**src/rvfi_chk_pkg.sv**
```systemverilog
// RVFI checker shared constants
`default_nettype none

package rvfi_chk_pkg;

  //////////////////////////////////////////////////////////////////////
  // Check indices
  //////////////////////////////////////////////////////////////////////

  // Width of every violation vector in the subsystem
  localparam int NUM_CHECKS = 8;

  // Bit positions inside the violation vectors and the STATUS register
  localparam int CHK_IRQ_FOLLOW  = 0;
  localparam int CHK_DBG_ACK     = 1;
  localparam int CHK_TRAP_INTR   = 2;
  localparam int CHK_TRAP_DBG    = 3;
  localparam int CHK_MCAUSE      = 4;
  localparam int CHK_STEP_CAUSE  = 5;
  localparam int CHK_STEP_ENTRY  = 6;
  localparam int CHK_NMI_HANDLER = 7;

  //////////////////////////////////////////////////////////////////////
  // Debug, NMI and CSR encodings
  //////////////////////////////////////////////////////////////////////

  // Debug cause reported for a single step entry
  localparam logic [2:0] DBG_CAUSE_STEP = 3'd4;

  // The NMI handler sits at this vector slot of mtvec
  localparam logic [4:0] NMI_MTVEC_INDEX = 5'd15;

  // The only mcause codes an NMI may report
  localparam logic [10:0] INT_CAUSE_LOAD_FAULT  = 11'd1024;
  localparam logic [10:0] INT_CAUSE_STORE_FAULT = 11'd1025;

  // Field positions in the dcsr word
  localparam int DCSR_STEP_BIT = 2;
  localparam int DCSR_NMIP_BIT = 3;

  //////////////////////////////////////////////////////////////////////
  // Register map
  //////////////////////////////////////////////////////////////////////

  localparam logic [1:0] REG_ADDR_ENABLE = 2'd0;
  localparam logic [1:0] REG_ADDR_STATUS = 2'd1;
  localparam logic [1:0] REG_ADDR_COUNT  = 2'd2;
  localparam logic [1:0] REG_ADDR_FIRST  = 2'd3;

endpackage

`default_nettype wire

```
**src/rvfi_ack_tracker.sv**
```systemverilog
// Interrupt and debug acknowledge tracker
`timescale 1ns/1ns
`default_nettype none

module rvfi_ack_tracker (
  input  wire                                   clk_i,
  input  wire                                   rst_ni,
  // Retirement trace
  input  wire                                   rvfi_valid_i,
  input  wire                                   rvfi_intr_i,
  input  wire                                   rvfi_trap_exc_i,
  input  wire                                   rvfi_trap_dbg_i,
  input  wire  [2:0]                            rvfi_dbg_i,
  // Acknowledge strobes from the core
  input  wire                                   irq_ack_i,
  input  wire                                   dbg_ack_i,
  output logic [rvfi_chk_pkg::NUM_CHECKS-1:0]   viol_o
);

  // Set between an irq_ack and the retirement that must show it
  logic       irq_pend_q;
  // Number of debug acknowledges not yet seen on the trace
  logic [1:0] dbg_cnt_q;
  logic       dbg_ret;
  logic       irq_viol_q;
  logic       dbg_viol_q;

  // A retirement that reports debug entry
  assign dbg_ret = rvfi_valid_i && (rvfi_dbg_i != 3'd0);

  //////////////////////////////////////////////////////////////////////
  // Interrupt acknowledge follow-up
  //////////////////////////////////////////////////////////////////////

  always_ff @(posedge clk_i or negedge rst_ni) begin
    if (!rst_ni) begin
      irq_pend_q <= 1'b0;
      irq_viol_q <= 1'b0;
    end else begin
      // Only a retirement after the acknowledge cycle is checked
      irq_viol_q <= rvfi_valid_i && irq_pend_q &&
                    !(rvfi_intr_i || rvfi_trap_dbg_i || rvfi_trap_exc_i);
      if (irq_ack_i) begin
        irq_pend_q <= 1'b1;
      end else if (rvfi_valid_i) begin
        irq_pend_q <= 1'b0;
      end
    end
  end

  //////////////////////////////////////////////////////////////////////
  // Debug acknowledge accounting
  //////////////////////////////////////////////////////////////////////

  always_ff @(posedge clk_i or negedge rst_ni) begin
    if (!rst_ni) begin
      dbg_cnt_q  <= 2'd0;
      dbg_viol_q <= 1'b0;
    end else begin
      // Debug entry on the trace with nothing acknowledged before it
      dbg_viol_q <= dbg_ret && (dbg_cnt_q == 2'd0);
      // Counter saturates at both ends
      if (dbg_ack_i && !dbg_ret && (dbg_cnt_q != 2'd3)) begin
        dbg_cnt_q <= dbg_cnt_q + 2'd1;
      end else if (dbg_ret && !dbg_ack_i && (dbg_cnt_q != 2'd0)) begin
        dbg_cnt_q <= dbg_cnt_q - 2'd1;
      end
    end
  end

  // Only this checker's own positions are ever set
  always_comb begin
    viol_o                              = '0;
    viol_o[rvfi_chk_pkg::CHK_IRQ_FOLLOW] = irq_viol_q;
    viol_o[rvfi_chk_pkg::CHK_DBG_ACK]    = dbg_viol_q;
  end

endmodule

`default_nettype wire

```
**src/rvfi_trap_follow.sv**
```systemverilog
// Trap follow-up checker
`timescale 1ns/1ns
`default_nettype none

module rvfi_trap_follow (
  input  wire                                   clk_i,
  input  wire                                   rst_ni,
  // Retirement trace
  input  wire                                   rvfi_valid_i,
  input  wire                                   rvfi_intr_i,
  input  wire                                   rvfi_trap_i,
  input  wire                                   rvfi_trap_exc_i,
  input  wire                                   rvfi_trap_dbg_i,
  input  wire  [5:0]                            rvfi_trap_exc_cause_i,
  input  wire  [2:0]                            rvfi_trap_dbg_cause_i,
  input  wire  [2:0]                            rvfi_dbg_i,
  input  wire  [31:0]                           rvfi_pc_i,
  input  wire  [31:0]                           rvfi_dcsr_i,
  input  wire  [31:0]                           rvfi_mcause_i,
  // Core state seen between retirements
  input  wire  [24:0]                           mtvec_addr_i,
  input  wire                                   debug_mode_i,
  input  wire                                   pending_nmi_i,
  output logic [rvfi_chk_pkg::NUM_CHECKS-1:0]   viol_o
);

  // Set once the first retirement after reset has been recorded
  logic        seen_q;
  // What the previous retirement reported
  logic        trap_q;
  logic        dbg_trap_q;
  logic        nmip_q;
  logic [5:0]  exc_cause_q;
  logic [2:0]  dbg_cause_q;
  // Guards accumulated since the previous retirement
  logic        nodbg_q;
  logic        nonmi_q;
  logic [24:0] mtvec_prev_q;
  logic        nodbg_c;
  logic        nonmi_c;
  logic        nodbg_ok;
  logic        nonmi_ok;
  logic        follow;
  logic [31:0] nmi_pc;
  logic        nmi_cause_ok;
  logic        nmi_entry_ok;
  logic [rvfi_chk_pkg::NUM_CHECKS-1:0] viol_d;
  logic [rvfi_chk_pkg::NUM_CHECKS-1:0] viol_q;

  //////////////////////////////////////////////////////////////////////
  // Guard conditions
  //////////////////////////////////////////////////////////////////////

  // Neither in debug mode nor single stepping in this cycle
  assign nodbg_c = !(debug_mode_i || rvfi_dcsr_i[rvfi_chk_pkg::DCSR_STEP_BIT]);
  // Also no NMI pending and mtvec unchanged since the last cycle
  assign nonmi_c = nodbg_c && !pending_nmi_i && (mtvec_addr_i == mtvec_prev_q);

  // The guards must have held from the previous retirement through this cycle
  assign nodbg_ok = nodbg_q && nodbg_c;
  assign nonmi_ok = nonmi_q && nonmi_c;

  // A retirement that has a predecessor to compare against
  assign follow = rvfi_valid_i && seen_q;

  // Expected NMI handler entry
  assign nmi_pc       = {mtvec_addr_i, rvfi_chk_pkg::NMI_MTVEC_INDEX, 2'b00};
  assign nmi_cause_ok = (rvfi_mcause_i[10:0] == rvfi_chk_pkg::INT_CAUSE_LOAD_FAULT) ||
                        (rvfi_mcause_i[10:0] == rvfi_chk_pkg::INT_CAUSE_STORE_FAULT);
  assign nmi_entry_ok = rvfi_intr_i && (rvfi_pc_i == nmi_pc) && nmi_cause_ok;

  //////////////////////////////////////////////////////////////////////
  // Violation decode
  //////////////////////////////////////////////////////////////////////

  always_comb begin
    viol_d = '0;
    // A trap outside debug must be followed by an interrupted retirement
    viol_d[rvfi_chk_pkg::CHK_TRAP_INTR] = follow && trap_q && nodbg_ok && !rvfi_intr_i;
    // A debug trap must be followed by debug entry with the same cause
    viol_d[rvfi_chk_pkg::CHK_TRAP_DBG] = follow && dbg_trap_q &&
        ((rvfi_dbg_i != dbg_cause_q) || (rvfi_dbg_i == 3'd0));
    // mcause must carry the recorded exception code unless an NMI intervened
    viol_d[rvfi_chk_pkg::CHK_MCAUSE] = follow && trap_q && nonmi_ok &&
        (rvfi_mcause_i[5:0] != exc_cause_q);
    // Exception and debug together only happen while stepping
    viol_d[rvfi_chk_pkg::CHK_STEP_CAUSE] = rvfi_valid_i && rvfi_trap_exc_i &&
        rvfi_trap_dbg_i && (rvfi_trap_dbg_cause_i != rvfi_chk_pkg::DBG_CAUSE_STEP);
    // Step entry needs the step cause on the retirement before it
    viol_d[rvfi_chk_pkg::CHK_STEP_ENTRY] = follow &&
        (rvfi_dbg_i == rvfi_chk_pkg::DBG_CAUSE_STEP) &&
        (dbg_cause_q != rvfi_chk_pkg::DBG_CAUSE_STEP) && !rvfi_intr_i;
    // dcsr.nmip leads straight into the NMI handler
    viol_d[rvfi_chk_pkg::CHK_NMI_HANDLER] = follow && nmip_q && nonmi_ok && !nmi_entry_ok;
  end

  //////////////////////////////////////////////////////////////////////
  // Per retirement record
  //////////////////////////////////////////////////////////////////////

  always_ff @(posedge clk_i or negedge rst_ni) begin
    if (!rst_ni) begin
      seen_q       <= 1'b0;
      trap_q       <= 1'b0;
      dbg_trap_q   <= 1'b0;
      nmip_q       <= 1'b0;
      nodbg_q      <= 1'b0;
      nonmi_q      <= 1'b0;
      mtvec_prev_q <= '0;
      viol_q       <= '0;
    end else begin
      mtvec_prev_q <= mtvec_addr_i;
      viol_q       <= viol_d;
      if (rvfi_valid_i) begin
        seen_q     <= 1'b1;
        trap_q     <= rvfi_trap_i;
        dbg_trap_q <= rvfi_trap_dbg_i;
        nmip_q     <= rvfi_dcsr_i[rvfi_chk_pkg::DCSR_NMIP_BIT];
        // Guards restart with the state of the retiring cycle
        nodbg_q    <= nodbg_c;
        nonmi_q    <= nonmi_c;
      end else begin
        nodbg_q    <= nodbg_q && nodbg_c;
        nonmi_q    <= nonmi_q && nonmi_c;
      end
    end
  end

  // Cause fields of the retiring instruction
  always_ff @(posedge clk_i) begin
    if (rvfi_valid_i) begin
      exc_cause_q <= rvfi_trap_exc_cause_i;
      dbg_cause_q <= rvfi_trap_dbg_cause_i;
    end
  end

  assign viol_o = viol_q;

endmodule

`default_nettype wire

```
**src/rvfi_chk_regs.sv**
```systemverilog
// Checker result registers
`timescale 1ns/1ns
`default_nettype none

module rvfi_chk_regs #(
  parameter int unsigned CNT_W = 16
) (
  input  wire                                   clk_i,
  input  wire                                   rst_ni,
  input  wire  [rvfi_chk_pkg::NUM_CHECKS-1:0]   viol_i,
  // Register port
  input  wire                                   reg_we_i,
  input  wire  [1:0]                            reg_addr_i,
  input  wire  [31:0]                           reg_wdata_i,
  output logic [31:0]                           reg_rdata_o,
  output logic                                  err_o
);

  localparam int IDX_W           = $clog2(rvfi_chk_pkg::NUM_CHECKS);
  localparam int FIRST_VALID_BIT = 8;

  logic [rvfi_chk_pkg::NUM_CHECKS-1:0] enable_q;
  logic [rvfi_chk_pkg::NUM_CHECKS-1:0] status_q;
  logic [rvfi_chk_pkg::NUM_CHECKS-1:0] viol_en;
  logic [rvfi_chk_pkg::NUM_CHECKS-1:0] clr_mask;
  logic [rvfi_chk_pkg::NUM_CHECKS-1:0] status_kept;
  logic [CNT_W-1:0]                    count_q;
  logic [CNT_W-1:0]                    count_base;
  logic [IDX_W-1:0]                    first_idx_q;
  logic [IDX_W-1:0]                    low_idx;
  logic                                first_valid_q;
  logic                                any_viol;

  assign viol_en  = viol_i & enable_q;
  assign any_viol = |viol_en;

  // Write-one-to-clear mask for STATUS
  assign clr_mask = (reg_we_i && (reg_addr_i == rvfi_chk_pkg::REG_ADDR_STATUS)) ?
                    reg_wdata_i[rvfi_chk_pkg::NUM_CHECKS-1:0] : '0;
  assign status_kept = status_q & ~clr_mask;

  // Any write restarts the counter
  assign count_base = reg_we_i ? '0 : count_q;

  // Lowest enabled violation index of this cycle
  always_comb begin
    low_idx = '0;
    for (int i = rvfi_chk_pkg::NUM_CHECKS - 1; i >= 0; i--) begin
      if (viol_en[i]) begin
        low_idx = IDX_W'(i);
      end
    end
  end

  //////////////////////////////////////////////////////////////////////
  // State update
  //////////////////////////////////////////////////////////////////////

  always_ff @(posedge clk_i or negedge rst_ni) begin
    if (!rst_ni) begin
      enable_q      <= '1;
      status_q      <= '0;
      count_q       <= '0;
      first_idx_q   <= '0;
      first_valid_q <= 1'b0;
    end else begin
      if (reg_we_i && (reg_addr_i == rvfi_chk_pkg::REG_ADDR_ENABLE)) begin
        enable_q <= reg_wdata_i[rvfi_chk_pkg::NUM_CHECKS-1:0];
      end
      // New violations win over a clear in the same cycle
      status_q <= status_kept | viol_en;
      if (any_viol && (count_base != {CNT_W{1'b1}})) begin
        count_q <= count_base + 1'b1;
      end else begin
        count_q <= count_base;
      end
      // FIRST re-arms whenever STATUS has been cleared out
      if (any_viol && (!first_valid_q || (status_kept == '0))) begin
        first_idx_q   <= low_idx;
        first_valid_q <= 1'b1;
      end else if (status_kept == '0) begin
        first_valid_q <= 1'b0;
      end
    end
  end

  // Read mux with the unused upper bits reading as zero
  always_comb begin
    reg_rdata_o = '0;
    case (reg_addr_i)
      rvfi_chk_pkg::REG_ADDR_ENABLE: reg_rdata_o[rvfi_chk_pkg::NUM_CHECKS-1:0] = enable_q;
      rvfi_chk_pkg::REG_ADDR_STATUS: reg_rdata_o[rvfi_chk_pkg::NUM_CHECKS-1:0] = status_q;
      rvfi_chk_pkg::REG_ADDR_COUNT:  reg_rdata_o[CNT_W-1:0] = count_q;
      default: begin
        reg_rdata_o[IDX_W-1:0]       = first_idx_q;
        reg_rdata_o[FIRST_VALID_BIT] = first_valid_q;
      end
    endcase
  end

  assign err_o = |status_q;

endmodule

`default_nettype wire

```
**src/rvfi_chk_top.sv**
```systemverilog
// RVFI trace checker top level
`timescale 1ns/1ns
`default_nettype none

module rvfi_chk_top #(
  parameter int unsigned CNT_W = 16
) (
  input  wire         clk_i,
  input  wire         rst_ni,
  // Retirement trace
  input  wire         rvfi_valid_i,
  input  wire         rvfi_intr_i,
  input  wire         rvfi_trap_i,
  input  wire         rvfi_trap_exc_i,
  input  wire         rvfi_trap_dbg_i,
  input  wire  [5:0]  rvfi_trap_exc_cause_i,
  input  wire  [2:0]  rvfi_trap_dbg_cause_i,
  input  wire  [2:0]  rvfi_dbg_i,
  input  wire  [31:0] rvfi_pc_i,
  input  wire  [31:0] rvfi_dcsr_i,
  input  wire  [31:0] rvfi_mcause_i,
  // Core side state and strobes
  input  wire  [24:0] mtvec_addr_i,
  input  wire         debug_mode_i,
  input  wire         pending_nmi_i,
  input  wire         irq_ack_i,
  input  wire         dbg_ack_i,
  // Register port
  input  wire         reg_we_i,
  input  wire  [1:0]  reg_addr_i,
  input  wire  [31:0] reg_wdata_i,
  output logic [31:0] reg_rdata_o,
  output logic        err_o
);

  logic [rvfi_chk_pkg::NUM_CHECKS-1:0] viol_ack;
  logic [rvfi_chk_pkg::NUM_CHECKS-1:0] viol_trap;
  logic [rvfi_chk_pkg::NUM_CHECKS-1:0] viol_all;

  rvfi_ack_tracker u_ack_tracker (
    .clk_i           (clk_i),
    .rst_ni          (rst_ni),
    .rvfi_valid_i    (rvfi_valid_i),
    .rvfi_intr_i     (rvfi_intr_i),
    .rvfi_trap_exc_i (rvfi_trap_exc_i),
    .rvfi_trap_dbg_i (rvfi_trap_dbg_i),
    .rvfi_dbg_i      (rvfi_dbg_i),
    .irq_ack_i       (irq_ack_i),
    .dbg_ack_i       (dbg_ack_i),
    .viol_o          (viol_ack)
  );

  rvfi_trap_follow u_trap_follow (
    .clk_i                 (clk_i),
    .rst_ni                (rst_ni),
    .rvfi_valid_i          (rvfi_valid_i),
    .rvfi_intr_i           (rvfi_intr_i),
    .rvfi_trap_i           (rvfi_trap_i),
    .rvfi_trap_exc_i       (rvfi_trap_exc_i),
    .rvfi_trap_dbg_i       (rvfi_trap_dbg_i),
    .rvfi_trap_exc_cause_i (rvfi_trap_exc_cause_i),
    .rvfi_trap_dbg_cause_i (rvfi_trap_dbg_cause_i),
    .rvfi_dbg_i            (rvfi_dbg_i),
    .rvfi_pc_i             (rvfi_pc_i),
    .rvfi_dcsr_i           (rvfi_dcsr_i),
    .rvfi_mcause_i         (rvfi_mcause_i),
    .mtvec_addr_i          (mtvec_addr_i),
    .debug_mode_i          (debug_mode_i),
    .pending_nmi_i         (pending_nmi_i),
    .viol_o                (viol_trap)
  );

  // The checkers own disjoint bit positions
  assign viol_all = viol_ack | viol_trap;

  rvfi_chk_regs #(
    .CNT_W (CNT_W)
  ) u_chk_regs (
    .clk_i       (clk_i),
    .rst_ni      (rst_ni),
    .viol_i      (viol_all),
    .reg_we_i    (reg_we_i),
    .reg_addr_i  (reg_addr_i),
    .reg_wdata_i (reg_wdata_i),
    .reg_rdata_o (reg_rdata_o),
    .err_o       (err_o)
  );

endmodule

`default_nettype wire

```
**config.mk**
```make
export PLATFORM = sky130hd
export DESIGN_NAME = rvfi_chk_top
export DESIGN_NICKNAME = d
export VERILOG_FILES = /design/src/rvfi_chk_pkg.sv /design/src/rvfi_ack_tracker.sv /design/src/rvfi_trap_follow.sv /design/src/rvfi_chk_regs.sv /design/src/rvfi_chk_top.sv
export SDC_FILE = /design/constraint.sdc
export NUM_CORES = 1
export LEC_CHECK = 0
export ABC_AREA = 1
export BUFFER_PORTS_ARGS = -buffer_cell sky130_fd_sc_hd__buf_4
export CAP_MARGIN = 5
export CELL_PAD_IN_SITES_DETAIL_PLACEMENT = 0
export CELL_PAD_IN_SITES_GLOBAL_PLACEMENT = 1
export CORE_MARGIN = 4
export CORE_UTILIZATION = 32
export CTS_CLUSTER_DIAMETER = 60
export CTS_CLUSTER_SIZE = 25
export DETAILED_ROUTE_END_ITERATION = 10
export MAX_ROUTING_LAYER = met4
export PLACE_DENSITY_LB_ADDON = 0.05
export REMOVE_ABC_BUFFERS = 1
export SYNTH_ARGS = -nofsm -noshare
export SYNTH_HDL_FRONTEND = slang
export SYNTH_SLANG_ARGS = --single-unit
```
**constraint.sdc**
```tcl
create_clock -name clk_i -period 2.6 [get_ports clk_i]
set_clock_uncertainty 0.05 [all_clocks]
set_input_delay 0.39 -clock clk_i [delete_from_list [all_inputs] [get_ports clk_i]]
set_output_delay 0.39 -clock clk_i [all_outputs]
set_load 0.01 [all_outputs]
```
Yosys cells after proc, flatten, opt, wreduce, memory -nomap -nowiden. Index checks and enable logic that the tools add are counted.

Register bits after elaboration: 87. Latch bits: 0. Memory bits (writable): 0. ROM bits: 0. Input port bits: 179. Output and inout port bits: 33. Logic and storage cells: 124. Memories kept: 0.

$add $sub $neg: 3. $mul: 0. Divide/modulo/power cells: 0. Magnitude comparators: 0. Equal/unequal tests: 13. Shift-type cells: 0. Multiplexer cells: 23. Bitwise gates (word level): 5. Reduce and logical (&&, ||, !) cells: 61.

Operators with widths (count): $logic_and A1 B1 Y1 (35); $eq A32 B32 Y1 (1); $mux W16 (2); $eq A25 B25 Y1 (1); $mux W3 (8); $eq A11 B11 Y1 const B (2); $add A16 B1 Y16 const B (1); $and A8 B8 Y8 (2); $ne A16 B16 Y1 const B (1); $reduce_or A8 Y1 (2); $pmux W5 S3 (1); $pmux W3 S3 (1); $logic_not A1 Y1 (8); $logic_not A8 Y1 (1); $mux W8 (1); $not A8 Y8 (1); $or A2 B8 Y8 (1); $or A8 B8 Y8 (1); $reduce_bool A2 Y1 (4); $mux W7 (1); $logic_or A1 B1 Y1 (6); $mux W1 (6); $ne A3 B3 Y1 const B (2); $ne A6 B6 Y1 (1); other kinds (13) (15).

Logic depth before layout (Yosys ltp). Gate-level depths: netlist of run 1.

Depth in word-level cells: 10. Gate-level depth with buffers: 12. Mapped depth without buffers: 11.

Cells and area by module. From an unflattened synthesis of run 1, not the netlist that was laid out.

Cell total of the unflattened synthesis: 699. Area, all modules: 5262.5 um2.

Modules (own cells, without submodules): rvfi_trap_follow (instances 1, cells each 314, area each 2439.8 um2, sequential area each 1196.1 um2); rvfi_chk_regs (instances 1, cells each 323, area each 2422.3 um2, sequential area each 910.9 um2); rvfi_ack_tracker (instances 1, cells each 38, area each 310.3 um2, sequential area each 125.1 um2); rvfi_chk_top (instances 1, cells each 24, area each 90.1 um2, sequential area each 0.0 um2).

Worst setup path after synthesis of run 1. Ideal clock, no wire load.

Path type: input-to-reg. Start: input port reg_we_i. End: register u_chk_regs.count_q[12]. Library setup time: 118 ps. Arrival: 1881 ps. Data required time: 2432 ps. Path slack: 551 ps. Stages on the path: 12. Path through: buf_6 buf_8 nor2_1 ha_1 nand3_1 nor2_2 nand3_2 nand2_4 inv_4 buf_6 nand2_2 o21ai_2.

Longest elaborated chain between the ends: 4. Elaborated cells on any way between the ends: 5. Classes of those cells: add/sub (1); eq/ne (1); mux (2); reduce/logical (1).

Ends and longest elaborated chain: start, declared (line rvfi_chk_top.sv:29) `input wire reg_we_i,`; $mux W16 (*) (line rvfi_chk_regs.sv:43) `assign count_base = reg_we_i ? '0 : count_q;`; parallel branches: the longest is 2 deep, another holds $add A16 B1 Y16; $mux W16 (*) (line rvfi_chk_regs.sv:72) `if (any_viol && (count_base != {CNT_W{1'b1}})) begin`; end signal, assigned (line rvfi_chk_regs.sv:73) `count_q <= count_base + 1'b1;`; end signal, assigned (line rvfi_chk_regs.sv:75) `count_q <= count_base;`; end, declared (line rvfi_chk_regs.sv:27) `logic [CNT_W-1:0] count_q;`.

Every way passes the cells marked *. A chain may end at the register's enable or synchronous reset.

Final worst setup path of run 1.
Start: register u_chk_regs.count_q[0]. End: register u_chk_regs.count_q[9].

Longest elaborated chain between the ends: 4. Elaborated cells on any way between the ends: 5. Classes of those cells: add/sub (1); eq/ne (1); mux (2); reduce/logical (1).

Ends and longest elaborated chain (line): $mux W16 (*) (rvfi_chk_regs.sv:43); parallel branches: the longest is 2 deep, another holds $add A16 B1 Y16; $mux W16 (*) (rvfi_chk_regs.sv:72).

Marked as above.

==> results.ini, run 1 <==
[critical_path]
cp_slowest_cell=dfrtp_1
arrival_ps=2310
crit_chain=inv_1 -> nor2_1 -> ha_1 -> nand3_1 -> nor2_2 -> nand3_2 -> nand2_4 -> inv_4 -> nand2_1 -> o21ai_2
required_ps=2780
end_kind=flip-flop
r2r_cells=10
crit_path_start_kind=flip-flop
cp_max_fo=23
slowest_delay_ps=360
crit_type=reg -> reg
reg2reg_slack_ps=470

[sta]
whs_ps=110
fin_crit_sh_pct=81.9
hold_viol=0
rsz0062_at_grt=no
tns_ps=0
slew_headroom_pct=63.5
setup-violations-final=0
fin_crit_ps=2130
drv_slew=0
fmaxAchievable_mhz=470
tightest_slew_ps=547

[min_path]
hold_class=in -> reg
holdPathStages=1

[yosys]
synth_top_family_by_area=simple AND/OR/NAND/NOR gates
async_reset_ff_share_pct=89.7
synth-seq-cells=87
synth.largest_area_cell=dfrtp_1
synth-warning-count=0
synthTopCellsByCount=nand2_1, inv_1, dfrtp_1, nor2_1, nand3_1
synthDominantCellAreaShare_pct=34.9
synthMuxAreaShare_pct=1.80
ys.flop_type=dfrtp_1
synth_compound_area_share_pct=4.64
synth_most_common_cell=nand2_1
syn_area_per_cell_sq_um=8.03
synth_fa_ha_area_share_pct=0.249
synth-xor-area-share_pct=6.98
ys_seq_area_share_pct=44.5
synth_area_sq_mm=0.00502
synthSimpleGateAreaFrac_pct=31.9
yosys-top-cells-area=dfrtp_1, nand2_1, inv_1, edfxtp_1, nor2_1
synth_edf_count=9
syn_inst=625
synthDistinctLibCells=41

[clocking]
h-tree-depth=3
cts-root-buf=clkbuf_16
clk_pin_slew_worst_paths_ps=70
cts_buffers=9
clockBufferDepth=2
clk_latency_ps=350
cts.sink_count=87
post_cts_resize_count=0
cts_tree=done

[power_and_ir_drop]
cellPowerDensity_mw_per_mm2=584
vdd_ir_drop_max_v=0.000332
total_power_mw=3.74
p_leak_nw=3.09

[global_routing]
antenna_found_initial=0
grt_util_all_layers_pct=15.2
grt_pass1_vias=4324
grt_pass1_wl_mm=21.0
overflow=0
grt_max_degree=40

[drt]
dr.pass1.iters=5
dr_total_vias=4244
drtIter0Drc=201
drc=0
wl_per_cell_microns=13.2
routed_via_density=4.40
wl_mm=12.7
postRouteAntennaNets=0

[die]
die_w_microns=133
fp.dieH_microns=133
core_sq_mm=0.0153
ios=212
die_area_sq_mm=0.0177
std_cell_rows=45
start_util_pct=32.9

[final_layout]
fill_cells=1590
num_antenna_cells=0
drive_gt1_share_pct=26.4
final_core_utilization_pct=41.9
finalNetCount=928
final_cells=964
area_delta_synth_final_pct=27.5

[placement]
gp_congestion=0.793
dp.cells=947
port_buffers=120
place.detailed.hpwl_mm=10.2

[status]
outcome=finished clean

[job]
maxCapViolCount=0

## worst max-delay path: cells and delay by family (launching register included)
kind                     cells  cell delay [ps]
AND/OR/NAND/NOR              6             1020
AO/OA/AOI/OAI                1               50
adder cells (fa/ha/maj)      1              300
buffers and inverters        2              220
flip-flops                   1              360
## power by group
part           switching [mW]  internal (mW)  leakage, nW
Sequential              0.113           1.54         1.06
Combinational           0.387          0.311         1.88
Clock                   0.548          0.841        0.157
## routing by layer
layer | track usage [%] | part of all wire (%)
met1 | 20.8 | 48
met2 | 22.9 | 45
met3 | 2.83 | 5.5
met4 | 4.91 | 1.4
met5 | - | 0
## sequential cells by signal (all words and copies together), names as in the netlist, 2 cells and up
signal	flops
u_trap_follow.mtvec_prev_q	25
u_chk_regs.status_q	8
u_trap_follow.dbg_cause_q	3
u_trap_follow.exc_cause_q	6
u_chk_regs.enable_q	8
u_chk_regs.count_q	16
u_ack_tracker.dbg_cnt_q	2
u_chk_regs.first_idx_q	3
u_trap_follow.viol_o	6
## cell type report
class / count / area [sq um] / share of cell area [%]
clock inverters: 6 / 83.8 / 1.31
clock buffers: 10 / 229 / 3.58
flip-flops and latches: 87 / 2230 / 34.9
multi-input cells: 448 / 2340 / 36.7
inverters: 78 / 295 / 4.62
repair buffers: 124 / 946 / 14.8
well taps: 211 / 264 / 4.13
## cells in the final DEF, fill, tap and decap left out, drive strengths merged, types with 2 or more instances in the layout
master | synthesis | routed
mux2 | 8 | 8
xnor2 | 25 | 25
clkbuf | 3 | 10
o21ai | 17 | 17
clkinv | 0 | 3
nor2 | 78 | 78
edfxtp | 9 | 9
a21oi | 7 | 7
buf | 24 | 123
inv | 78 | 79
or2 | 11 | 11
nand2 | 182 | 182
dfstp | 8 | 8
conb | 1 | 16
nor4 | 5 | 5
nand3 | 35 | 35
nand4 | 25 | 25
nor3 | 7 | 7
o211ai | 5 | 5
o2111ai | 3 | 3
xor2 | 15 | 15
nand3b | 4 | 4
dfrtp | 70 | 70
bufinv | 0 | 2
## repair_timing
item	in CTS	in global routing
setup buffers	0	0
hold buffers	1	0
hold endpoints to repair	14	0
setup endpoints to repair	0	0
## final timing paths
path | start | end
min reg2reg | u_ack_tracker.irq_pend_q | u_ack_tracker.irq_pend_q
max reg2reg | u_chk_regs.count_q[0] | u_chk_regs.count_q[9]
max in group asynchronous | rst_ni | u_ack_tracker.irq_viol_q
min in group asynchronous | rst_ni | u_chk_regs.count_q[10]
min | mtvec_addr_i[9] | u_trap_follow.mtvec_prev_q[9]
max | u_chk_regs.count_q[0] | u_chk_regs.count_q[9]
## logic make-up after synthesis
logic type / count (synthesis)
adder cells (fa/ha/maj): 1
other: 1
AO/OA/AOI/OAI: 35
flip-flops: 87
AND/OR/NAND/NOR: 348
multiplexers: 8
XOR/XNOR: 40
buffers and inverters: 105
## stage by stage
stage	area, sq um	worst slack, ps
floorplan	4870	857
global placement	6070	341
detailed placement	6070	322
CTS	6390	456
global route	6390	304
finish	6390	471
Note: power is estimated with default switching activity, not from simulation.
==> run 2, diff against run 1 <==
ABC_AREA = 0   (was 1)
clock period = 2.04 ns   (was 2.6 ns; I/O delays follow)
==> run 2 against run 1 <==
  * Wire length down 4.1%
  * First-iteration DRC count down 13%
  * Sequential share of layout area up 0.90 points
  * Critical path type unchanged
  * Cell count down 23%
  * Highest routed layer unchanged
  * Critical endpoint is now u_chk_regs.count_q[5]
==> results.ini, run 2 <==
[yosys]
ys.flop_type=dfrtp_1
synth-seq-cells=87
syn_inst=397
synthDistinctLibCells=58
synth_most_common_cell=dfrtp_1
synth.largest_area_cell=dfrtp_1
synth_edf_count=9
async_reset_ff_share_pct=89.7
synthTopCellsByCount=dfrtp_1, xnor2_1, nand2_1, xor2_1
syn_area_per_cell_sq_um=11.4
synth-warning-count=0
synth_area_sq_mm=0.00453
yosys-top-cells-area=dfrtp_1, xnor2_1, edfxtp_1, dfstp_2, xor2_1
synthDominantCellAreaShare_pct=38.6
ys_seq_area_share_pct=49.2

[global_routing]
grt_pass1_vias=3697
grt_pass1_wl_mm=19.3
overflow=0
grt_util_all_layers_pct=15.7
antenna_found_initial=0
grt_max_degree=40

[clocking]
cts_buffers=9
cts_tree=done
cts.sink_count=87
clk_latency_ps=350
h-tree-depth=3
cts-root-buf=clkbuf_16
clockBufferDepth=2
clk_pin_slew_worst_paths_ps=60

[power_and_ir_drop]
p_leak_nw=2.74
p_int_mw=3.56
p_comb_share_pct=20.2
cellPowerDensity_mw_per_mm2=773
vdd_ir_drop_max_v=0.000403
power_frac_clock_pct=36.7
total_power_mw=4.82
p_switching_mw=1.27
swShare_pct=26.2
seqPwrFrac_pct=43.1

[sta]
tns_ps=0
fmaxAchievable_mhz=509
hold_viol=0
rsz0062_at_grt=no
setup-violations-final=0
drv_slew=0
fin_ws_ps=75.3
fin_crit_sh_pct=96.3
fin_crit_ps=1960

[drt]
drtIter0Drc=175
drc=0
wl_per_cell_microns=16.4
dr.pass1.iters=4
dr_total_vias=3591
postRouteAntennaNets=0
routed_via_density=4.83
wl_mm=12.2

[final_layout]
regMostFlops=u_trap_follow.mtvec_prev_q
final_cells=743
top_regs=u_trap_follow.mtvec_prev_q: 25 flops, u_chk_regs.count_q: 16 flops
finalNetCount=738
largest_reg_flops=25
num_antenna_cells=0
final_cell_mix=buf_4, dfrtp_1, xnor2_1
area_delta_synth_final_pct=37.5
drive_gt1_share_pct=38.4
final_common_cell=buf_4
final_core_utilization_pct=44.9

[die]
fp.dieH_microns=127
std_cell_rows=43
ios=212
die_area_sq_mm=0.0161
core_sq_mm=0.0139
die_w_microns=127
start_util_pct=32.7

[critical_path]
end_kind=flip-flop
slowest_delay_ps=550
crit_path_start_kind=flip-flop
arrival_ps=2190
worst-path-buf-inv=0
cp_max_fo=7
crit_chain=nor2b_1 -> ha_1 -> nand2_2 -> nor3_4 -> a31o_4 -> or4_2 -> a21oi_2
cpLargestDelayFamily=simple AND/OR/NAND/NOR gates
required_ps=2270
r2r_cells=7
cp_slowest_cell=or4_2
crit_type=reg -> reg
critical_path_depth=7

[placement]
port_buffers=120
gp_congestion=0.809
pre_cts_ws_ps=-51.2
place.detailed.hpwl_mm=9.45
dp.cells=724

[status]
outcome=finished clean

[min_path]
hold_class=in -> reg
holdPathStages=1

[job]
maxCapViolCount=0

## run 2: timing repair
action	in CTS	in global routing
pin swaps	0	2
resized for setup	1	9
hold buffers	1	0
cloned	0	1
setup buffers	0	1
endpoints found under the setup margin	2	10
endpoints found under the hold margin	12	0
## run 2: per-layer routing
metal / up-vias / global-route usage [%] / part of all wire, % / routed length, microns
li1: 1740 / - / - / -
met1: 1734 / 20.1 / 45 / 5450
met2: 104 / 24.4 / 49 / 5920
met3: 13 / 5.10 / 5.5 / 666
met4: 0 / 3.91 / 1.2 / 144
met5: - / - / 0 / 0
## run 2: worst paths after layout
| check | from | to | slack [ps] |
|---|---|---|---|
| setup / recovery | u_chk_regs.count_q[1] | u_chk_regs.count_q[5] | 80 |
| hold / removal | mtvec_addr_i[2] | u_trap_follow.mtvec_prev_q[2] | 40 |
| setup reg to reg | u_chk_regs.count_q[1] | u_chk_regs.count_q[5] | 80 |
| hold reg to reg | u_ack_tracker.irq_pend_q | u_ack_tracker.irq_pend_q | 420 |
| max in group asynchronous | rst_ni | u_trap_follow.mtvec_prev_q[16] | 1040 |
| min in group asynchronous | rst_ni | u_chk_regs.count_q[13] | 310 |
## run 2: power groups by stage
stage               Clock (mW)  Sequential (mW)  Combinational, mW
detailed placement           0             2.11              0.966
global route              1.90             2.10               1.08
CTS                       1.82             2.07              0.975
finish                    1.77             2.08              0.973
global placement             0             2.10              0.952
floorplan                    0             2.08              0.440
## run 2: metrics by stage
stage	hold WS (ps)	area (sq um)
2_1_floorplan	-39.6	4410
3_3_place_gp	132	5830
3_5_place_dp	131	5830
4_1_cts	28.4	6160
5_1_grt	22.2	6230
6_report	41.2	6230
## run 2: layout make-up
| cell class | instances | area [sq um] |
|---|---|---|
| fillers | 1347 | 7650 |
| multi-input cells | 299 | 2250 |
| flip-flops and latches | 87 | 2230 |
| repair buffers | 159 | 1210 |
| clock buffers | 10 | 229 |
| well taps | 180 | 225 |
| clock inverters | 6 | 85.1 |
| inverters | 2 | 7.51 |
## run 2: kinds of logic after synthesis
family	after synthesis	synth area share, %
AOI/OAI and AO/OA	54	8.83
xor gates and xnor gates	66	12.7
adders and majority gates	1	0.276
buffers and inverters	27	4.14
DFF	87	49.2
muxes	21	5.77
other	1	0.0827
and+or+nand+nor	140	18.9
